File: src/common/dmem_defines.svh
// Width and depth macros for the data-side access path
// Data word, physical address, transfers in flight
// Error-region address bit used by the memory model

`ifndef DMEM_DEFINES_SVH
`define DMEM_DEFINES_SVH

// Data word width
`define XLEN 32

// Physical address width
`define PLEN 32

// Max AHB transfers in flight (address + data phase)
`define DEPTH 2

// Address bit selecting the slave error region
`define ERR_BIT 12

`endif

File: src/common/dmem_pkg.sv
// Shared types for the data-side access path
// Vector typedefs for data, address and AHB control fields
// AHB-Lite HTRANS encoding

`include "dmem_defines.svh"

package dmem_pkg;

  //////////////////////////////
  // Data and address
  typedef logic [`XLEN-1:0] xlen_t;  // One data word
  typedef logic [`PLEN-1:0] plen_t;  // Physical address

  //////////////////////////////
  // AHB control fields
  typedef logic [2:0] hsize_t;   // Transfer size, HSIZE encoding
  typedef logic [2:0] hburst_t;  // Burst type, HBURST encoding
  typedef logic [2:0] hprot_t;   // Protection, zero-extended on the bus

  // In-flight counter, holds 0..DEPTH
  typedef logic [$clog2(`DEPTH):0] cnt_t;

  //////////////////////////////
  // Transfer type
  typedef enum logic [1:0] {
    IDLE   = 2'b00,  // No transfer
    BUSY   = 2'b01,  // Burst pause, never driven here
    NONSEQ = 2'b10,  // First or single transfer
    SEQ    = 2'b11   // Burst continuation
  } htrans_e;

endpackage

File: src/biu/dmem_biu.sv
// Bus interface unit, AHB-Lite master
// Address phase driven straight from the strobe
// Data phase state captured on HREADY
// Acknowledge, read data and error return per transfer

module dmem_biu (
  input  logic              clk_i,
  input  logic              rst_ni,

  // Access block side
  input  logic              biu_stb_i,      // Request offered
  output logic              biu_stb_ack_o,  // Address phase taken
  input  dmem_pkg::plen_t   biu_adri_i,
  output dmem_pkg::plen_t   biu_adro_o,     // Address of the answered transfer
  input  dmem_pkg::hsize_t  biu_size_i,
  input  dmem_pkg::hburst_t biu_type_i,
  input  logic              biu_lock_i,
  input  dmem_pkg::hprot_t  biu_prot_i,
  input  logic              biu_we_i,
  input  dmem_pkg::xlen_t   biu_d_i,
  output dmem_pkg::xlen_t   biu_q_o,
  output logic              biu_ack_o,      // Data phase done, OKAY
  output logic              biu_err_o,      // Data phase done, ERROR

  // AHB-Lite master
  output dmem_pkg::plen_t   haddr_o,
  output logic              hwrite_o,
  output dmem_pkg::hsize_t  hsize_o,
  output dmem_pkg::hburst_t hburst_o,
  output logic [3:0]        hprot_o,
  output dmem_pkg::htrans_e htrans_o,
  output logic              hmastlock_o,
  output dmem_pkg::xlen_t   hwdata_o,
  input  dmem_pkg::xlen_t   hrdata_i,
  input  logic              hready_i,
  input  logic              hresp_i         // 1 = ERROR
);

  // Data phase state
  logic            dp_valid;  // A transfer sits in its data phase
  dmem_pkg::plen_t dp_adr;    // Its address, returned with the response
  dmem_pkg::xlen_t dp_wdata;  // Its write data

  //////////////////////////////
  // Address phase

  // The access block keeps the request stable while HREADY is low,
  // so the address phase is a plain copy of the strobe fields
  always_comb begin
    htrans_o = biu_stb_i ? dmem_pkg::NONSEQ : dmem_pkg::IDLE;
  end

  assign haddr_o     = biu_adri_i;
  assign hwrite_o    = biu_we_i;
  assign hsize_o     = biu_size_i;
  assign hburst_o    = biu_type_i;           // SINGLE from the LSU
  assign hprot_o     = {1'b0, biu_prot_i};   // Not cacheable
  assign hmastlock_o = biu_lock_i;

  // Slave samples the address phase when HREADY is high
  assign biu_stb_ack_o = biu_stb_i & hready_i;

  //////////////////////////////
  // Data phase

  // Pipeline advances on HREADY only
  always_ff @(posedge clk_i or negedge rst_ni) begin
    if (!rst_ni) begin
      dp_valid <= 1'b0;
    end else if (hready_i) begin
      dp_valid <= biu_stb_i;
    end
  end

  // Payload follows the valid flag
  always_ff @(posedge clk_i) begin
    if (hready_i) begin
      dp_adr   <= biu_adri_i;
      dp_wdata <= biu_d_i;
    end
  end

  // Write data one cycle behind the address
  assign hwdata_o = dp_wdata;

  //////////////////////////////
  // Response

  // OKAY completes with HREADY high.
  // ERROR takes two cycles, HREADY low then high, both with HRESP set;
  // only the second one is reported so each transfer answers once
  assign biu_ack_o = dp_valid & hready_i & ~hresp_i;
  assign biu_err_o = dp_valid & hready_i &  hresp_i;

  assign biu_q_o    = hrdata_i;  // Valid with biu_ack_o on reads
  assign biu_adro_o = dp_adr;

endmodule

File: src/dext/dmem_dext.sv
// Data external access block
// Request hold register between CPU and bus interface
// In-flight transfer counter and flush discard counter
// Response gating towards the CPU

module dmem_dext (
  input  logic              clk_i,
  input  logic              rst_ni,
  input  logic              clr_i,          // Pipeline flush

  // CPU side
  input  logic              mem_req_i,
  input  dmem_pkg::plen_t   mem_adr_i,
  input  dmem_pkg::hsize_t  mem_size_i,
  input  dmem_pkg::hburst_t mem_type_i,
  input  logic              mem_lock_i,
  input  dmem_pkg::hprot_t  mem_prot_i,
  input  logic              mem_we_i,
  input  dmem_pkg::xlen_t   mem_d_i,
  output logic              mem_adr_ack_o,  // Request accepted
  output dmem_pkg::plen_t   mem_adr_o,
  output dmem_pkg::xlen_t   mem_q_o,
  output logic              mem_ack_o,      // Transfer done
  output logic              mem_err_o,      // Transfer failed

  // Bus interface side
  output logic              biu_stb_o,
  input  logic              biu_stb_ack_i,
  output dmem_pkg::plen_t   biu_adri_o,
  input  dmem_pkg::plen_t   biu_adro_i,
  output dmem_pkg::hsize_t  biu_size_o,
  output dmem_pkg::hburst_t biu_type_o,
  output logic              biu_lock_o,
  output dmem_pkg::hprot_t  biu_prot_o,
  output logic              biu_we_o,
  output dmem_pkg::xlen_t   biu_d_o,
  input  dmem_pkg::xlen_t   biu_q_i,
  input  logic              biu_ack_i,
  input  logic              biu_err_i
);

  logic              hold_req;   // Held copy is valid
  dmem_pkg::plen_t   hold_adr;
  dmem_pkg::hsize_t  hold_size;
  dmem_pkg::hburst_t hold_type;
  logic              hold_lock;
  dmem_pkg::hprot_t  hold_prot;
  logic              hold_we;
  dmem_pkg::xlen_t   hold_d;

  dmem_pkg::cnt_t    inflight;   // Address phases taken, no response yet
  dmem_pkg::cnt_t    discard;    // Responses still to drop after flush
  logic              resp;       // BIU response this cycle
  logic              keep_resp;  // Response goes to the CPU

  //////////////////////////////
  // Request hold
  always_ff @(posedge clk_i) begin
    if (mem_req_i) begin
      hold_adr  <= mem_adr_i;
      hold_size <= mem_size_i;
      hold_type <= mem_type_i;
      hold_lock <= mem_lock_i;
      hold_prot <= mem_prot_i;
      hold_we   <= mem_we_i;
      hold_d    <= mem_d_i;
    end
  end

  // Valid until the BIU takes the address phase, dropped on flush
  always_ff @(posedge clk_i or negedge rst_ni) begin
    if (!rst_ni) begin
      hold_req <= 1'b0;
    end else if (clr_i) begin
      hold_req <= 1'b0;
    end else begin
      hold_req <= (mem_req_i | hold_req) & ~biu_stb_ack_i;
    end
  end

  //////////////////////////////
  // Transfer bookkeeping
  assign resp = biu_ack_i | biu_err_i;

  always_ff @(posedge clk_i or negedge rst_ni) begin
    if (!rst_ni) begin
      inflight <= '0;
    end else begin
      case ({biu_stb_ack_i, resp})
        2'b10:   inflight <= inflight + dmem_pkg::cnt_t'(1);
        2'b01:   inflight <= inflight - dmem_pkg::cnt_t'(1);
        default: inflight <= inflight;  // Idle, or one in and one out
      endcase
    end
  end

  // Flush marks every open transfer as stale
  always_ff @(posedge clk_i or negedge rst_ni) begin
    if (!rst_ni) begin
      discard <= '0;
    end else if (clr_i) begin
      // A response in the flush cycle is already dropped
      if (resp && inflight != '0) begin
        discard <= inflight - dmem_pkg::cnt_t'(1);
      end else begin
        discard <= inflight;
      end
    end else if (resp && discard != '0) begin
      discard <= discard - dmem_pkg::cnt_t'(1);
    end
  end

  //////////////////////////////
  // Outputs
  assign biu_stb_o  = (mem_req_i | hold_req) & ~clr_i;  // No new access during flush
  assign biu_adri_o = hold_req ? hold_adr  : mem_adr_i;
  assign biu_size_o = hold_req ? hold_size : mem_size_i;
  assign biu_type_o = hold_req ? hold_type : mem_type_i;
  assign biu_lock_o = hold_req ? hold_lock : mem_lock_i;
  assign biu_prot_o = hold_req ? hold_prot : mem_prot_i;
  assign biu_we_o   = hold_req ? hold_we   : mem_we_i;
  assign biu_d_o    = hold_req ? hold_d    : mem_d_i;

  assign keep_resp     = ~clr_i & (discard == '0);
  assign mem_adr_ack_o = biu_stb_ack_i;
  assign mem_adr_o     = biu_adro_i;
  assign mem_q_o       = biu_q_i;
  assign mem_ack_o     = biu_ack_i & keep_resp;
  assign mem_err_o     = biu_err_i & keep_resp;

endmodule

File: src/dmem_access_top.sv
// Data-side external access path, top level
// Access block and AHB-Lite bus interface unit
// CPU request/response ports and AHB-Lite master ports

module dmem_access_top (
  input  logic              clk_i,
  input  logic              rst_ni,

  // CPU side
  input  logic              mem_req_i,
  input  dmem_pkg::plen_t   mem_adr_i,
  input  dmem_pkg::hsize_t  mem_size_i,
  input  dmem_pkg::hburst_t mem_type_i,
  input  logic              mem_lock_i,
  input  dmem_pkg::hprot_t  mem_prot_i,
  input  logic              mem_we_i,
  input  dmem_pkg::xlen_t   mem_d_i,
  input  logic              clr_i,
  output logic              mem_adr_ack_o,
  output dmem_pkg::plen_t   mem_adr_o,
  output dmem_pkg::xlen_t   mem_q_o,
  output logic              mem_ack_o,
  output logic              mem_err_o,

  // AHB-Lite master
  output dmem_pkg::plen_t   haddr_o,
  output logic              hwrite_o,
  output dmem_pkg::hsize_t  hsize_o,
  output dmem_pkg::hburst_t hburst_o,
  output logic [3:0]        hprot_o,
  output dmem_pkg::htrans_e htrans_o,
  output logic              hmastlock_o,
  output dmem_pkg::xlen_t   hwdata_o,
  input  dmem_pkg::xlen_t   hrdata_i,
  input  logic              hready_i,
  input  logic              hresp_i
);

  //////////////////////////////
  // Access block to BIU
  logic              biu_stb;
  logic              biu_stb_ack;
  dmem_pkg::plen_t   biu_adri;
  dmem_pkg::plen_t   biu_adro;
  dmem_pkg::hsize_t  biu_size;
  dmem_pkg::hburst_t biu_type;
  logic              biu_lock;
  dmem_pkg::hprot_t  biu_prot;
  logic              biu_we;
  dmem_pkg::xlen_t   biu_d;
  dmem_pkg::xlen_t   biu_q;
  logic              biu_ack;
  logic              biu_err;

  // Request hold and flush filtering
  dmem_dext u_dext (
    .clk_i         (clk_i),
    .rst_ni        (rst_ni),
    .clr_i         (clr_i),
    .mem_req_i     (mem_req_i),
    .mem_adr_i     (mem_adr_i),
    .mem_size_i    (mem_size_i),
    .mem_type_i    (mem_type_i),
    .mem_lock_i    (mem_lock_i),
    .mem_prot_i    (mem_prot_i),
    .mem_we_i      (mem_we_i),
    .mem_d_i       (mem_d_i),
    .mem_adr_ack_o (mem_adr_ack_o),
    .mem_adr_o     (mem_adr_o),
    .mem_q_o       (mem_q_o),
    .mem_ack_o     (mem_ack_o),
    .mem_err_o     (mem_err_o),
    .biu_stb_o     (biu_stb),
    .biu_stb_ack_i (biu_stb_ack),
    .biu_adri_o    (biu_adri),
    .biu_adro_i    (biu_adro),
    .biu_size_o    (biu_size),
    .biu_type_o    (biu_type),
    .biu_lock_o    (biu_lock),
    .biu_prot_o    (biu_prot),
    .biu_we_o      (biu_we),
    .biu_d_o       (biu_d),
    .biu_q_i       (biu_q),
    .biu_ack_i     (biu_ack),
    .biu_err_i     (biu_err)
  );

  // AHB-Lite master port
  dmem_biu u_biu (
    .clk_i         (clk_i),
    .rst_ni        (rst_ni),
    .biu_stb_i     (biu_stb),
    .biu_stb_ack_o (biu_stb_ack),
    .biu_adri_i    (biu_adri),
    .biu_adro_o    (biu_adro),
    .biu_size_i    (biu_size),
    .biu_type_i    (biu_type),
    .biu_lock_i    (biu_lock),
    .biu_prot_i    (biu_prot),
    .biu_we_i      (biu_we),
    .biu_d_i       (biu_d),
    .biu_q_o       (biu_q),
    .biu_ack_o     (biu_ack),
    .biu_err_o     (biu_err),
    .haddr_o       (haddr_o),
    .hwrite_o      (hwrite_o),
    .hsize_o       (hsize_o),
    .hburst_o      (hburst_o),
    .hprot_o       (hprot_o),
    .htrans_o      (htrans_o),
    .hmastlock_o   (hmastlock_o),
    .hwdata_o      (hwdata_o),
    .hrdata_i      (hrdata_i),
    .hready_i      (hready_i),
    .hresp_i       (hresp_i)
  );

endmodule

File: config.mk
export PLATFORM = sky130hd
export DESIGN_NAME = dmem_access_top
export DESIGN_NICKNAME = d
export VERILOG_FILES = /design/src/common/dmem_pkg.sv /design/src/biu/dmem_biu.sv /design/src/dext/dmem_dext.sv /design/src/dmem_access_top.sv
export VERILOG_INCLUDE_DIRS = /design/src /design/src/common
export SDC_FILE = /design/constraint.sdc
export NUM_CORES = 1
export LEC_CHECK = 0
export BUFFER_PORTS_ARGS = -buffer_cell sky130_fd_sc_hd__buf_2
export CAP_MARGIN = 0
export CORE_MARGIN = 4
export CORE_UTILIZATION = 35
export DETAILED_ROUTE_END_ITERATION = 10
export PLACE_DENSITY = 0.63
export SLEW_MARGIN = 20
export SYNTH_ARGS = -nofsm -noshare
export SYNTH_HDL_FRONTEND = slang
export SYNTH_SLANG_ARGS = --single-unit
File: constraint.sdc
create_clock -name clk_i -period 1.4 [get_ports clk_i]
set_input_delay 0.07 -clock clk_i [delete_from_list [all_inputs] [get_ports clk_i]]
set_output_delay 0.07 -clock clk_i [all_outputs]
set_load 0.02 [all_outputs]
==> After elaboration in Yosys (flattened, before gate mapping) <==
Cells that the tools add are included.
{ "totals": {"register_bits": 145, "latch_bits": 0, "ram_bits": 0, "romBits": 0, "inputBits": 113, "out_inout_bits": 145, "wordCells": 52, "mem_count": 0} }
{ "op_classes": {"add_sub_neg": 3, "multipliers": 0, "n_div": 0, "n_lt_le_gt_ge": 0, "eq_ne": 2, "shift": 0, "n_mux": 13, "n_bitwise": 14, "n_reduce_logical": 7} }
{ "ops": {"columns": ["cell", "count"], "rows": [
  ["$mux 32", 2],
  ["$and 1x1->1", 9],
  ["$mux 3", 3],
  ["$mux 2", 4],
  ["$reduce_bool 2->1", 4],
  ["$pmux 2 s2", 1],
  ["$sub 2x1->2 const B", 2],
  ["$mux 1", 3],
  ["$not 1->1", 3],
  ["$add 2x1->2 const B", 1],
  ["$eq 2x1->1 const B", 1],
  ["$eq 2x2->1 const B", 1],
  ["$logic_and 1x1->1", 2],
  ["$logic_not 2->1", 1],
  ["$or 1x1->1", 2]
]} }

==> Logic depth before layout (Yosys ltp) <==
{ "depth": {"ltp_word": 6, "depth_mapped": 6, "depth_no_buf": 5} }

==> Modules after synthesis <==
A second synthesis with hierarchy kept.
{ "hier_totals": {"cells_unflattened": 402, "hier_area_um2": 6547.5} }
{ "modules_own_cells": {"columns": ["module", "n_inst", "cells_each", "area_each_um2", "seq_area_each_um2"], "rows": [
  ["dmem_dext", 1, 254, 3971.3, 2377.3],
  ["dmem_biu", 1, 148, 2576.2, 1946.9]
]} }

==> Worst setup path after synthesis <==
Ideal clock, no wire load.
{ "synth_path": {"path_kind": "register to output", "startpoint": "reg u_dext.discard[0]", "endpoint": "out mem_ack_o", "arrival_time_ns": 1.300, "required_ns": 1.330, "setup_slack_ns": 0.030, "stages_incl_launch_ff": 4, "path_buffers": 0, "path_cell_list": "dfrtp_1 inv_1 ha_1 nor4bb_1"} }
{ "synth_between": {"elab_chain_len": 3} }
{ "synth_rtl": {"columns": ["element", "line_no", "text"], "rows": [
  ["start: declaration", "dmem_dext.sv:52", "dmem_pkg::cnt_t discard;"],
  ["start signal: assignment", "dmem_dext.sv:104", "discard <= inflight - dmem_pkg::cnt_t'(1);"],
  ["start signal: assignment", "dmem_dext.sv:106", "discard <= inflight;"],
  ["start signal: assignment", "dmem_dext.sv:109", "discard <= discard - dmem_pkg::cnt_t'(1);"],
  ["$logic_not 2->1", "dmem_dext.sv:124", "assign keep_resp = ~clr_i & (discard == '0);"],
  ["$and 1x1->1", "dmem_dext.sv:124", null],
  ["$and 1x1->1", "dmem_dext.sv:128", "assign mem_ack_o = biu_ack_i & keep_resp;"],
  ["end: declaration", "dmem_access_top.sv:22", "output logic mem_ack_o,"]
]} }
No other way between the ends.

==> Worst setup path after layout <==
{ "layout_path": {"startpoint": "reg u_dext.hold_req", "endpoint": "out haddr_o[0]"} }
{ "layout_between": {"elab_chain_len": 1} }
{ "layout_rtl": {"columns": ["element", "line_no", "text"], "rows": [
  ["start: declaration", "dmem_dext.sv:42", "logic hold_req;"],
  ["start signal: assignment", "dmem_dext.sv:77", "hold_req <= (mem_req_i | hold_req) & ~biu_stb_ack_i;"],
  ["$mux 32", "dmem_dext.sv:116", "assign biu_adri_o = hold_req ? hold_adr : mem_adr_i;"],
  ["end: declaration", "dmem_access_top.sv:26", "output dmem_pkg::plen_t haddr_o,"]
]} }
No other way between the ends.

==> impl_metrics.json <==
{
  "reg2reg_setup_slack_ns": -0.10,
  "reg2regPathDepth": 4,
  "status": "finished, violations left",
  "clock.fmax_ghz": 0.5683,
  "wl_per_cell_um": 16.59,
  "worstPathArrival_ns": 1.69,
  "ys_warn_count": 0,
  "drive_above_1_share_pct": 57.19,
  "hold_path_depth": 3,
  "final_common_cell": "buf_2",
  "clock_latency_ns": 0.42,
  "synth.area.top_cells": "edfxtp_1, mux2_4, mux2_2",
  "initial_core_util_pct": 35.49,
  "drt_pre_antenna_iters": 4,
  "timing.final.crit_share_pct": 125.7,
  "instances_no_fill": 797,
  "finalMaxSlewViolations": 0,
  "hold_path_class": "primary input to flip-flop",
  "min_from": "mem_req_i",
  "h-tree-depth": 4,
  "ir_worst_vdd_mv": 0.8137,
  "avgViaCountPerCell": 4.314,
  "cap_violations": 0,
  "clk_pin_slew_ns": 0.06,
  "hold_ws_ns": 0.1043,
  "drtIter0Drc": 135,
  "rows": 47,
  "max-clock-path-buffers": 2,
  "synth_top_area_share_pct": 71.18,
  "die_y_um": 137.4,
  "finalSetupTns_ns": -15.05,
  "seq_area_frac_synth_pct": 73.74,
  "grt_pass1_vias": 3706,
  "io_buffers": 191,
  "syn_to_final_growth_pct": 47.54,
  "required_ns": 1.33,
  "placed_cells": 675,
  "cellLeakagePower_nw": 3.565,
  "vias": 3438,
  "grt_usage_pct": 13.61,
  "r2r-end": "u_biu.hwdata_o[14]$_DFFE_PP_",
  "cts-root-buf": "clkbuf_16",
  "critPathKind": "flip-flop to primary output",
  "synth_area_um2": 5864,
  "ys_types": 20,
  "cp-end-kind": "primary output",
  "cts_buffers": 17,
  "yosysTopAreaCell": "edfxtp_1",
  "grt_setup_unrepaired": "yes",
  "cellPowerDensity_nw_per_um2": 1315,
  "grt_start_max_net_pins": 76,
  "finalWorstSetupSlack_ns": -0.3596,
  "post-dp-hpwl_um": 8408,
  "design_area_um2": 8652,
  "die_w_um": 137.4,
  "postPlaceCellArea_um2": 6958,
  "layout_common_cells": "buf_2, edfxtp_1, dlygate4sd3_1",
  "violations": "setup timing",
  "num-nets-final": 680,
  "reg2reg_from": "u_dext.hold_req$_DFF_PN0_",
  "syn-instance-count": 292,
  "gp_congestion": 0.7146,
  "core-area_um2": 16520,
  "skew_ns": 0.007280,
  "whs_endpoint": "u_dext.hold_req$_DFF_PN0_",
  "diodes": 0,
  "cts_tree": "built",
  "ios": 258,
  "drt_wl_total_um": 13220,
  "setup_violations": 58,
  "synth_seq_cells": 145,
  "grt_overflow_total": 0,
  "hold_viol_final": 0,
  "clock-sinks": 145,
  "postSynthAreaPerCell_um2": 20.08,
  "min_period_ns": 1.760,
  "die_area_um2": 18890,
  "drc": 0,
  "start_kind": "flip-flop",
  "ant_nets": 0,
  "critPathMaxFanout": 9,
  "antenna_found_initial": 0,
  "grt_pass1_wl_um": 19250
}
==> worst max path at each step <==
| stage | from | endpoint | slack [ns] |
|---|---|---|---|
| final | u_dext.hold_req$_DFF_PN0_ | haddr_o[0] | -0.36 |
| after global routing | u_dext.hold_req$_DFF_PN0_ | haddr_o[24] | -0.41 |
| after CTS | u_dext.hold_req$_DFF_PN0_ | haddr_o[1] | -0.39 |
| after detailed placement | u_dext.hold_req$_DFF_PN0_ | u_biu.biu_adro_o[0]$_DFFE_PP_ | -0.004 |
| after global placement | u_dext.hold_req$_DFF_PN0_ | u_biu.biu_adro_o[0]$_DFFE_PP_ | 0.01 |
| after floorplan | u_dext.discard[0]$_DFFE_PN0P_ | mem_ack_o | 0.03 |
==> synth_stat cells (all sizes together) <==
library cell / instances
edfxtp: 139
and2: 1
o21ai: 2
nor4bb: 1
dfrtp: 6
mux2: 76
nor2b: 1
ha: 3
o21ba: 1
xnor2: 4
mux2i: 3
nand3b: 2
conb: 1
nand2: 2
and4b: 1
buf: 43
inv: 6
==> report_power, final <==
part	switching [mW]	internal, mW
Combinational	0.897	0.980
Sequential	0.106	5.18
Clock	1.78	2.44
Total	2.78	8.59
==> final cells by class <==
cell class,count,area (um2)
fillers,1365,7873
flip-flops and latches,145,4328
repair buffers,295,2200
multi-input cells,99,1281
clock buffers,19,432.9
well taps,220,275.3
clock inverters,13,112.6
inverters,6,22.52
==> logic make-up (layout without fill, tap and decap cells) <==
group           after synthesis  after routing  share of synthesized area, %
flops                       145            145                         73.74
mux                          79             79                         17.67
buf+inv                      49            333                         6.016
simple gates                  8              8                        0.9389
xor+xnor                      4              4                        0.5973
fa+ha+maj                     3              3                        0.6401
compound gates                3              3                        0.3414
other cells                   1              2                       0.06395
==> critical path, cell delays in order (launching register included) <==
cell and delay [ns]:
dfrtp_4 0.51, buf_12 0.16, buf_12 0.14, mux2_4 0.31
buf_6 0.13
==> flip-flops by register name, indices dropped and copies added, names as in the netlist <==
name / cells
u_dext.hold_lock: 1
u_dext.hold_req: 1
u_biu.biu_adro_o: 32
u_biu.hwdata_o: 32
u_dext.inflight: 2
u_dext.hold_size: 3
u_dext.hold_adr: 32
u_dext.hold_d: 32
u_biu.dp_valid: 1
u_dext.hold_prot: 3
u_dext.discard: 2
u_dext.hold_we: 1
u_dext.hold_type: 3
==> layer usage <==
layer | vias to the layer above | GRT usage [%] | share of wire, %
li1 | 1620 | - | -
met1 | 1656 | 15.41 | 40
met2 | 120 | 23.73 | 51
met3 | 42 | 4.346 | 6.8
met4 | 0 | 5.488 | 2.3
met5 | - | 0 | 0
==> metrics by stage <==
stage	util (%)	total power, mW	setup slack, ns
2_1_floorplan	-	6.347	0.03028
3_3_place_gp	42.11	6.750	0.01043
3_5_place_dp	42.11	6.806	-0.003776
4_1_cts	51.75	11.41	-0.3900
5_1_grt	52.36	11.86	-0.4106
6_report	52.36	11.38	-0.3596
==> repair_timing <==
| item | 4_1_cts | 5_1_grt |
|---|---|---|
| hold endpoints to repair | 146 | 0 |
| hold buffers | 79 | 0 |
| setup buffers | 7 | 3 |
| gates resized for setup | 48 | 23 |
| pin swaps | 3 | 0 |
| cloned | 1 | 0 |
| endpoints found under the setup margin | 52 | 62 |
Note: power is estimated with default switching activity, not from simulation.
